`src/hdl/dbg_pkg.sv`:
```
package dbg_pkg;

    localparam int NB_BYTE  = 8;
    localparam int NB_WORD  = 32;
    localparam int IM_AW    = 8;
    localparam int DM_AW    = 5;
    localparam int RB_AW    = 5;
    localparam int NB_STATE = 4;
    localparam int NB_DUMP  = 9;

    // pc word, then the register bank, then data memory
    localparam int DUMP_BYTES = 4 + 4 * (2**RB_AW) + 4 * (2**DM_AW);

    typedef logic [NB_WORD-1:0] word_t;

    // for ADD the destination sits in imm[15:11]
    typedef struct packed {
        logic [5:0]       op;
        logic [RB_AW-1:0] rs;
        logic [RB_AW-1:0] rt;
        logic [15:0]      imm;
    } instr_t;

    localparam logic [5:0] OP_ADD  = 6'h00;
    localparam logic [5:0] OP_ADDI = 6'h08;
    localparam logic [5:0] OP_LW   = 6'h23;
    localparam logic [5:0] OP_SW   = 6'h2b;
    localparam logic [5:0] OP_HALT = 6'h3f;

    // ascii 'L', 'C', 'S'
    localparam logic [NB_BYTE-1:0] CMD_LOAD = 8'h4c;
    localparam logic [NB_BYTE-1:0] CMD_RUN  = 8'h43;
    localparam logic [NB_BYTE-1:0] CMD_STEP = 8'h53;

    typedef enum logic [NB_STATE-1:0] {
        ST_IDLE    = 4'd0,
        ST_LOAD    = 4'd1,
        ST_RUN     = 4'd2,
        ST_STEP    = 4'd3,
        ST_DUMP    = 4'd4,
        ST_WAIT_TX = 4'd5
    } dbg_state_e;

    typedef struct packed {
        logic             we;
        logic [IM_AW-1:0] addr;
        instr_t           data;
    } im_wr_t;

    typedef struct packed {
        logic [RB_AW-1:0] rb_addr;
        logic [DM_AW-1:0] dm_addr;
    } dbg_rd_t;

endpackage
```
`src/hdl/debug_unit.sv`:
```
`timescale 1ns/1ps

module debug_unit
    import dbg_pkg::*;
(
    input  logic               i_clock,
    input  logic               i_rst_n,
    input  logic               i_rx_done,
    input  logic [NB_BYTE-1:0] i_rx_data,
    input  logic               i_tx_done,
    input  logic               i_halt,
    input  word_t              i_pc,
    input  word_t              i_rb_data,
    input  word_t              i_dm_data,
    output im_wr_t             o_im_wr,
    output logic               o_exec,
    output logic               o_pc_clear,
    output dbg_rd_t            o_dbg_rd,
    output logic [NB_BYTE-1:0] o_tx_data,
    output logic               o_tx_start,
    output dbg_state_e         o_state
);

    dbg_state_e           state_q;
    logic [1:0]           byte_cnt;
    logic [IM_AW-1:0]     load_ptr;
    logic                 im_we_q;
    logic                 pc_clear_q;
    logic [NB_DUMP-1:0]   dump_cnt;

    logic [23:0]          word_buf;
    instr_t               load_word;
    instr_t               im_data_q;

    logic [NB_DUMP-3:0]   word_idx;
    logic [NB_DUMP-3:0]   word_m1;
    word_t                sel_word;

    // fourth byte completes the word, lsb first
    assign load_word = {i_rx_data, word_buf};

    always_ff @(posedge i_clock or negedge i_rst_n) begin
        if (!i_rst_n) begin
            state_q    <= ST_IDLE;
            byte_cnt   <= '0;
            load_ptr   <= '0;
            im_we_q    <= 1'b0;
            pc_clear_q <= 1'b0;
            dump_cnt   <= '0;
        end else begin
            im_we_q    <= 1'b0;
            pc_clear_q <= 1'b0;
            // pointer moves on the cycle the word lands in imem
            if (im_we_q) begin
                load_ptr <= load_ptr + 1'b1;
            end
            case (state_q)
                ST_IDLE: begin
                    if (i_rx_done) begin
                        case (i_rx_data)
                            CMD_LOAD: begin
                                pc_clear_q <= 1'b1;
                                load_ptr   <= '0;
                                byte_cnt   <= '0;
                                state_q    <= ST_LOAD;
                            end
                            CMD_RUN: begin
                                state_q <= ST_RUN;
                            end
                            CMD_STEP: begin
                                state_q <= i_halt ? ST_DUMP : ST_STEP;
                            end
                            default: begin
                            end
                        endcase
                    end
                end
                ST_LOAD: begin
                    if (i_rx_done) begin
                        byte_cnt <= byte_cnt + 1'b1;
                        if (byte_cnt == 2'd3) begin
                            im_we_q <= 1'b1;
                            if (load_word.op == OP_HALT) begin
                                state_q <= ST_IDLE;
                            end
                        end
                    end
                end
                ST_RUN: begin
                    if (i_halt) begin
                        state_q <= ST_DUMP;
                    end
                end
                ST_STEP: begin
                    state_q <= ST_DUMP;
                end
                ST_DUMP: begin
                    state_q <= ST_WAIT_TX;
                end
                ST_WAIT_TX: begin
                    if (i_tx_done) begin
                        if (dump_cnt == NB_DUMP'(DUMP_BYTES - 1)) begin
                            dump_cnt <= '0;
                            state_q  <= ST_IDLE;
                        end else begin
                            dump_cnt <= dump_cnt + 1'b1;
                            state_q  <= ST_DUMP;
                        end
                    end
                end
                default: begin
                    state_q <= ST_IDLE;
                end
            endcase
        end
    end

    // load word assembly
    always_ff @(posedge i_clock) begin
        if (i_rx_done && (state_q == ST_LOAD)) begin
            if (byte_cnt == 2'd3) begin
                im_data_q <= load_word;
            end else begin
                word_buf[{byte_cnt, 3'b000} +: NB_BYTE] <= i_rx_data;
            end
        end
    end

    assign o_im_wr = '{we: im_we_q, addr: load_ptr, data: im_data_q};

    assign o_exec = ((state_q == ST_RUN) && !i_halt) || (state_q == ST_STEP);

    assign o_pc_clear = pc_clear_q;

    // word 0 is the pc, 1..32 registers, 33..64 data memory
    assign word_idx = dump_cnt[NB_DUMP-1:2];
    assign word_m1  = word_idx - 1'b1;
    assign o_dbg_rd = '{rb_addr: word_m1[RB_AW-1:0], dm_addr: word_m1[DM_AW-1:0]};

    always_comb begin
        if (word_idx == '0) begin
            sel_word = i_pc;
        end else if (!word_m1[RB_AW]) begin
            sel_word = i_rb_data;
        end else begin
            sel_word = i_dm_data;
        end
    end

    // held until the counter moves on tx_done
    assign o_tx_data  = sel_word[{dump_cnt[1:0], 3'b000} +: NB_BYTE];
    assign o_tx_start = (state_q == ST_DUMP);
    assign o_state    = state_q;

endmodule

```
`config.mk`:
```
export PLATFORM = sky130hd
export DESIGN_NAME = debug_unit
export DESIGN_NICKNAME = d
export VERILOG_FILES = /design/src/hdl/dbg_pkg.sv /design/src/hdl/debug_unit.sv
export SDC_FILE = /design/constraint.sdc
export NUM_CORES = 1
export LEC_CHECK = 0
export BUFFER_PORTS_ARGS = -buffer_cell sky130_fd_sc_hd__buf_2
export CAP_MARGIN = 20
export CORE_ASPECT_RATIO = 1.2
export CORE_MARGIN = 2
export CORE_UTILIZATION = 49
export CTS_CLUSTER_SIZE = 8
export DETAILED_ROUTE_END_ITERATION = 16
export MAX_ROUTING_LAYER = met4
export PLACE_DENSITY = 0.81
export REMOVE_ABC_BUFFERS = 1
export SLEW_MARGIN = 20
export SYNTH_ARGS = -nofsm -noshare
export SYNTH_HDL_FRONTEND = slang
export SYNTH_SLANG_ARGS = --single-unit
```
`constraint.sdc`:
```
create_clock -name i_clock -period 3.13 [get_ports i_clock]
set_input_delay 0.1565 -clock i_clock [delete_from_list [all_inputs] [get_ports i_clock]]
set_output_delay 0.1565 -clock i_clock [all_outputs]
set_load 0.05 [all_outputs]
```
==> summary by stage, run 1 <==
GRT
The initial antenna violation count was 0. The number of global-route vias before repair was 3,584. Global routing used 22.1% of the available tracks across all layers. For this run the aggregate overflow at the end of global routing stands at 0. Entering global routing, the biggest net connects 64 pins. The wire length of the first global-routing pass is 16.7 mm.

Pwr
The portion of total power attributed to the clock network is 23.3%. The internal portion of the total power is 2.17 mW. The standby leakage power is 2.41 nW. The worst voltage drop across the vdd grid is 0.000354 V.

Of the total power, the share spent switching nets is 38.5%. Per report_power, the sequential group accounts for 41.7% of the total. The reported net switching power is 1.36 mW. The power density relative to cell area is 640 nW/um^2. The logic gate share of total power is 35.0%.

Routing
The number of detailed-routing iterations run before antenna repair is 5. After detailed routing, the number of vias per cell comes to 5.47. The wire length reported by the detailed router is 10.4 mm. Dividing the detail-routed wire length by the instance count gives 15.0 um. The total via count after detailed routing is 3,793. The number of nets with antenna violations after routing is 0. After the first detailed-routing iteration, the DRC count stood at 303. For this run, design rule violations remaining after detail routing come to 0.

Clock tree
For this design, the sink count on the clock tree is 80. Counting the buffers created by CTS gives 9. The clock latency reported for the late side of the worst-skew pair is 340 ps. The buffer count from post-CTS setup fixing is 0. The clock passes through at most 2 buffers.

TritonCTS built the clock tree. After clock tree synthesis, the clock-pin slew on the worst setup and hold paths is 80 ps. The H-tree generated during clock tree synthesis spans 3 levels. In this run the clock root is driven by a clkbuf_8.

Synthesis
Synthesis inferred 80 register bits. The mean instance size in the synthesized netlist is 10.5 um^2. The largest total area in the synthesized netlist belongs to edfxtp_1. Yosys attributes the largest share of cell area to edfxtp_1, dfrtp_1, a31oi_1. Counting flops with an async set or reset pin after synthesis yields a share of 30.0%. For this run, the register share of the synthesized area comes to 52.2%.

The commonest cells after synthesis are edfxtp_1, nor2_1, o21ai_0. The post-synthesis cell area is 4370 um^2. The Yosys step of the flow raised 0 warnings. The share of Yosys cell area claimed by the top area cell type is 38.5%. The most common cell in the synthesized netlist is edfxtp_1. For this run, the leading register cell type out of synthesis is edfxtp_1. The number of synthesized flops with an enable pin is 56. The instance count of the mapped netlist is 416. After synthesis, the netlist uses 48 different library cells.

Layout
The area occupied by registers is 2280 um^2. The diode insertion count for antenna repair is 0. The layout-stage area growth over the synthesis result is 26.2%. The final core utilization is 64.0%. The final net count is 691.

In the final layout, the multi-input gates occupy 1870 um^2. The fill cell instance count of the final layout is 713. The layout cell share with drive strength beyond 1 is 38.3%.

Floorplan
The vertical die dimension is 107 um. The number of top-level pins is 175. The chip width is 90.2 um. In this run the standard cell core region covers 8610 um^2. The initial cell density of the core is 50.8%.

The initialized floorplan defines 37 standard-cell rows. The die covers 9690 um^2.

Worst hold path
The worst hold path belongs to the class in -> reg. The start point of the worst hold path is i_rx_data[2].

Critical path
The most critical setup path has its startpoint at dump_cnt[4]. The register-to-register setup slack is 1000 ps. The largest individual stage delay along the critical path comes from the cell or4_4. The critical path data arrival time is 2760 ps. The worst register-to-register path begins at dump_cnt[4]. The data required time of the worst path is 2970 ps. The critical path is of the reg -> out type. The worst setup path is launched from a flip-flop. Traced cell by cell, the critical path runs through or3_4 -> or4_4 -> buf_12 -> nor2_1 -> a31oi_1 -> mux4_2 -> buf_2. In this run the worst path has a maximum fanout of 32. On the worst path, the slowest cell contributes a delay of 470 ps. The sort of element at the end of the critical path is an output pin.

Timing
The maximum clock frequency is 342 MHz. Measured against its own limit, the worst slew margin works out to 48.6%. The max-slew violation count is 0. Setup repair after global routing left no endpoint under its margin. The actual slew at the worst max-slew pin is 764 ps. The final clock period utilization by the worst path is 93.3%. The shortest clock period the worst path allows after layout is 2920 ps. The post-route clock skew is 4.71 ps.

The number of hold-slack violations in the final timing report is 0. The setup violation total in the final timing report is 0. The final worst slack is 209 ps. Summed over all failing endpoints, the final setup total negative slack is 0 ps.

Job
The number of violations of the max-capacitance limit is 0.

Place
The setup slack after placement is 256 ps. Detailed placement finished with a half-perimeter wire length of 7.53 mm. The congestion estimate from routability-driven global placement came to 0.923. Input and output buffers added on the ports amount to 173.

Run status
The flow ran to the end, and the final reports show no timing, DRC or antenna violations.
[state kept, by name, summed over array words and instances (netlist names)]
| register | cells |
|---|---|
| o_state | 3 |
| dump_cnt | 9 |
| o_pc_clear | 1 |
| byte_cnt | 2 |
| im_we_q | 1 |
| word_buf | 24 |
| o_im_wr | 32 |
| load_ptr | 8 |
[kinds of logic (layout without fill, tap and decap cells)]
group                    count (synthesis)  in the layout  share of synthesized area (%)
flip-flops                              80             80                           52.2
adder cells (fa/ha/maj)                 10             10                           2.86
other                                    1              1                         0.0858
XOR/XNOR                                13             13                           2.61
AO/OA/AOI/OAI                           90             90                           12.1
AND/OR/NAND/NOR                        167            167                           20.1
multiplexers                            10             10                           4.61
buffers and inverters                   45            206                           5.38
[placed cells by master, fill, tap and decap left out, types with 8 or more instances in the layout]
cell / netlist / final
nand3_1: 40 / 40
inv_1: 9 / 9
buf_2: 5 / 173
edfxtp_1: 56 / 56
nand2_1: 14 / 14
nor2_2: 8 / 8
o21ai_0: 42 / 42
a31oi_1: 34 / 34
nor2_1: 44 / 44
dfrtp_1: 24 / 23
and2_1: 29 / 29
mux4_2: 8 / 8
ha_1: 10 / 10
clkbuf_8: 0 / 9
[power by group through the flow]
stage | logic [mW] | clock network [mW] | registers [mW]
final | 1.24 | 0.821 | 1.47
after CTS | 1.24 | 0.841 | 1.48
after global routing | 1.33 | 0.874 | 1.50
after detailed placement | 1.23 | 0 | 1.50
after global placement | 1.21 | 0 | 1.49
after floorplan | 0.692 | 0 | 1.70
[per-stage QoR]
step / power, mW / area [um^2] / hold slack, ps / std cells
3_5_place_dp: 2.73 / 5240 / 175 / 676
4_1_cts: 3.56 / 5490 / 73.2 / 693
3_3_place_gp: 2.70 / 5240 / 166 / 676
5_1_grt: 3.70 / 5510 / 71.6 / 694
6_report: 3.53 / 5510 / 95.6 / 694
2_1_floorplan: 2.39 / 4170 / -139 / 380
[area by class of cell]
| cell class | count | share of cell area, % |
|---|---|---|
| tap | 117 | 2.65 |
| clock inverter | 7 | 1.84 |
| inverter | 9 | 0.613 |
| timing repair buffer | 181 | 17.4 |
| sequential | 80 | 41.4 |
| multi-input combinational | 291 | 33.9 |
| clock buffer | 9 | 2.25 |
[critical path, delay by kind of cell (launching register included)]
kind                   cells  cell delay, ps
AO/OA/AOI/OAI              1              50
buffers and inverters      2             410
flip-flops                 1             460
multiplexers               1             460
AND/OR/NAND/NOR            3            1030
[worst paths after layout]
check / end / cells after the start
hold reg to reg: o_im_wr[15] / 0
setup / recovery: o_tx_data[0] / 7
min in group asynchronous: load_ptr[0] / 2
setup reg to reg: dump_cnt[3] / 5
hold / removal: o_im_wr[26] / 1
max in group asynchronous: dump_cnt[4] / 2
[layer usage]
| layer | GRT usage [%] | share of wire, % | routed length (um) |
|---|---|---|---|
| met1 | 28.1 | 42 | 4370 |
| met2 | 34.7 | 49 | 5080 |
| met3 | 4.41 | 6.4 | 665 |
| met4 | 9.78 | 2.8 | 295 |
| met5 | - | 0 | 0 |
[repair_timing]
| action | in CTS | in global routing |
|---|---|---|
| hold buffers | 1 | 0 |
| gates cloned | 0 | 1 |
| hold endpoints to repair | 24 | 0 |
| endpoints found under the setup margin | 8 | 8 |
| gates resized for setup | 4 | 2 |
(Power assumes the default switching activity.)
==> run 2, diff against run 1 <==
--- a/config.mk
+++ b/config.mk
@@ -5,6 +5,7 @@
 export SDC_FILE = /design/constraint.sdc
 export NUM_CORES = 1
 export LEC_CHECK = 0
+export ABC_AREA = 1
 export BUFFER_PORTS_ARGS = -buffer_cell sky130_fd_sc_hd__buf_2
 export CAP_MARGIN = 20
 export CORE_ASPECT_RATIO = 1.2
@@ -13,7 +14,7 @@
 export CTS_CLUSTER_SIZE = 8
 export DETAILED_ROUTE_END_ITERATION = 16
 export MAX_ROUTING_LAYER = met4
-export PLACE_DENSITY = 0.81
+export PLACE_DENSITY = 0.8
 export REMOVE_ABC_BUFFERS = 1
 export SLEW_MARGIN = 20
 export SYNTH_ARGS = -nofsm -noshare
==> run 2 against run 1 <==
Compared with the run above:
- die area is 5.1% higher
- combinational power down 20%
- cell count increased by 20%
- non-clock buffer count decreased by 4
- flip-flop and latch count stayed put
- sequential share of layout area is 1.2 points lower
- sequential power down 7%
- fmax is 11% higher
- critical path type unchanged
- highest routed layer unchanged
==> summary by stage, run 2 <==
Critical path
Of all nets on the critical path, the largest fanout is 33. The number of cells traversed by the worst register-to-register path is 6. The biggest cell delay along the critical path is 470 ps. The critical path is of the reg -> out type. The sort of element at the end of the critical path is an output pin. The worst flop-to-flop path startpoint is o_state[0]. Walking the worst path, the cells encountered are nor2_4 -> nand3_2 -> nand2_4 -> nand2_4 -> nand2_1 -> nand3_1 -> nand2_1 -> nand2_1 -> nand2_1 -> nand2_1 -> buf_2. STA classifies the critical path startpoint as a flip-flop.

The cell repeated most along the worst path is nand2_1. The highest-delay cell along the critical path is dfrtp_1. Across all register-to-register paths, the minimum setup slack is 1050 ps. The buffering stage count on the worst path with inverters included is 1. The reg-to-reg endpoint is word_buf[0]. Among cell families on the critical path, the largest total delay comes from simple AND/OR/NAND/NOR gates. The critical path data arrival time is 2460 ps. STA puts the critical path data required time at 2970 ps.

Timing
The setup violation total in the final timing report is 0. At the pin with the least slew margin, the transition time is 743 ps. The maximum clock frequency is 381 MHz.

Setup repair after global routing left no endpoint under its margin. The shortest clock period the worst path allows after layout is 2620 ps. For the final database, setup skew stands at 5.97 ps.

The tightest hold path in the finished design has a slack of 20.0 ps. The number of hold-slack violations in the final timing report came to 0. For the final routed database, the setup TNS stands at 0 ps. Headroom to the max-slew limit came out at 50.5%. The max-slew violation count is 0. The final clock period utilization by the worst path is 83.7%.

Clock tree
After clock tree synthesis, the repair step resized 0 gates. The buffer count from post-CTS setup fixing is 0. The tree built by TritonCTS fans out to 80 sinks. The buffer levels on the longest clock path is 2.

The CTS buffer count is 9. The H-tree level count is 3. The cell sitting at the root of the clock tree is a clkbuf_8. TritonCTS built the clock tree.

The clock edge transition at the registers on the reported setup and hold paths is 80 ps. At the later pin of the worst-skew pair, clock insertion delay measures 340 ps.

Layout
The fill cell instance count of the final layout is 788. The flip-flop count of the largest register after layout is 32. The layout-stage area growth over the synthesis result is 23.4%. The post-route netlist has 32.1% of its cells at a drive strength greater than 1. The top cell types in the final layout, fill and taps aside, are buf_2, nand2_1, nand3_1, inv_1, edfxtp_1.

For this run, the post-layout net count is 830. The diode insertion count for antenna repair is 0. For this run, the number of standard cells in the final layout without fillers is 836. The library cell used most frequently in the layout, excluding fill and tap cells, is buf_2.

Synthesis
The number of synthesized flops with an enable pin is 56. The mean instance size in the synthesized netlist is 8.37 um^2. Summing the areas of all compound-gate instances in the mapped netlist gives 5.44% of the synthesized area. The library cell occupying the most area in the post-synthesis netlist is edfxtp_1. The post-synthesis simple-gate area fraction is 29.3%. By count the netlist is led by nand2_1, nand3_1, inv_1. The multiplexer fraction of the synthesized cell area is 0%. The synthesized netlist devotes 2.72% of its cell area to adder and majority cells.

After synthesis, the cell types taking the most area are edfxtp_1, dfrtp_1, nand2_1. The post-synthesis xor/xnor area fraction is 2.28%. The count of synthesis-stage warnings from yosys is 0. Synthesis inferred 80 register bits. The part of the Yosys area used for sequential elements is 49.6%. After technology mapping, the gate count stands at 550. The synthesized design devotes to its leading area cell type 36.5% of total area. The post-synthesis cell type count is 36. The flip-flop cell with the highest count after synthesis is edfxtp_1. In the post-synthesis netlist, the cell with the most instances is nand2_1.

By area, the combinational part of the netlist is dominated by simple AND/OR/NAND/NOR gates. The fraction of registers with async set or reset after synthesis is 30.0%. Summing every instance area after synthesis gives 4600 um^2.

Floorplan
For this configuration, the core starts out at a cell density of 50.7%. The area of the core region is 9080 um^2. The floorplan has 38 rows.

The chip width is 92.5 um. The number of top-level pins is 175. The floorplan step set the die height to 110 um. The area of the die is 10,200 um^2.

Pwr
The standby leakage power is 2.84 nW. The logic gate share of total power is 31.5%. The cell-internal power is 2.01 mW. Dividing total power by cell area gives a power density of 557 nW/um^2. The share of total power dissipated in sequential elements is 43.4%. IR analysis of the VDD net gives a maximum drop of 0.000216 V. The reported net switching power is 1.16 mW. Net switching is 36.5% of the power. The portion of total power attributed to the clock network is 25.1%.

GRT
Global routing used 42.2% of the available met2 tracks. The wire length of the first global-routing pass is 17.9 mm. The total routing usage reported by global routing is 23.2%. The met3 usage is 4.69%. The largest net degree at the start of global routing is 34. The number of global-route vias before repair was 3,978. The total congestion overflow after global routing is 0. The busiest layer in global routing is met2.

The met1 routing resource usage after global routing is 24.3%. The initial antenna violation count came to 0.

Routing
After the first detailed-routing iteration, the DRC count stood at 362. The pre-antenna-repair detailed-routing pass consisted of 5 iterations. The total via count after detailed routing is 4,400. After detailed routing, the number of vias per cell comes to 5.26. In the final routed layout, each cell accounts on average for 14.1 um. The count of nets left with antenna violations once routing finished came out at 0. The wire length reported by the detailed router is 11.8 mm. After detailed routing, the number of remaining DRC violations is 0.

Worst hold path
The worst min-delay path endpoint is o_im_wr[25]. Along the worst hold path, the cell count comes to 1. The class of the most critical hold timing path is in -> reg.

The start point of the worst hold path is i_rx_data[1].

Place
At the end of routability-driven placement, the weighted congestion stood at 0.914. Counting tap cells, the placed design contains a total of 819 instances. The detailed-placement wirelength estimate is 8.97 mm. The number of port buffers is 173.

Job
The number of violations of the max-capacitance limit is 0.

Run status
The run finished with clean final reports.
==> run 2: changes by cell type in the layout (fill, tap and decap cells not counted), moves of 8 or more <==
cell	delta
mux4_2	-8
nor3_1	+24
and2_1	-29
nor2_1	-12
inv_2	+18
o21ai_0	-39
a21oi_1	+34
a31oi_1	-33
nand3_1	+31
nand2_2	+8
inv_1	+51
nand2_1	+119
==> run 2: how the worst max path moves through the flow <==
| stage | from | endpoint | slack (ps) | depth (start not counted) |
|---|---|---|---|---|
| 3_5_place_dp | dump_cnt[4] | o_tx_data[5] | 900 | 11 |
| 2_1_floorplan | o_state[0] | o_im_wr[0] | 90 | 6 |
| 5_1_grt | dump_cnt[4] | o_tx_data[5] | 300 | 11 |
| 3_3_place_gp | dump_cnt[4] | o_tx_data[5] | 960 | 11 |
| 4_1_cts | dump_cnt[4] | o_tx_data[5] | 510 | 11 |
| 6_report | dump_cnt[4] | o_tx_data[5] | 510 | 11 |
==> run 2: final cells by class <==
type	instances	area, um^2	area share (%)
inverters	80	300	5.29
repair buffers	177	898	15.8
multi-input cells	363	1840	32.3
well taps	120	150	2.64
clock inverters	6	83.8	1.48
flip-flops and latches	80	2280	40.2
clock buffers	10	128	2.25
==> run 2: timing repair <==
item / CTS / global route
endpoints found under the setup margin: 0 / 0
endpoints found under the hold margin: 24 / 0
hold buffers: 1 / 0
==> run 2: power by group through the flow <==
stage | sequential, mW | combinational (mW) | clock [mW]
2_1_floorplan | 1.60 | 0.501 | 0
3_3_place_gp | 1.39 | 0.961 | 0
3_5_place_dp | 1.40 | 0.984 | 0
4_1_cts | 1.37 | 0.994 | 0.809
5_1_grt | 1.39 | 1.10 | 0.852
6_report | 1.37 | 0.996 | 0.795
==> run 2: cells by family (layout without fill, tap and decap cells) <==
family	Yosys count	in the layout
buf+inv	107	273
fa+ha+maj	10	10
other cells	1	1
compound gates	48	48
xor+xnor	12	12
flops	80	80
simple gates	292	292
==> run 2: per-layer routing <==
layer	routed length [um]	vias to the layer above	part of all wire (%)
met3	983	39	8.3
met1	4110	2000	35
met5	0	-	0
met4	347	0	2.9
met2	6380	252	54
li1	-	2109	-
==> run 2: metrics by stage <==
step,setup slack [ps],utilization [%],total power [mW],area [um^2]
floorplan,85.6,-,2.10,4420
detailed placement,901,60.1,2.38,5460
global placement,956,60.1,2.35,5460
CTS,511,62.5,3.18,5680
finish,509,62.5,3.16,5680
global route,299,62.5,3.34,5680
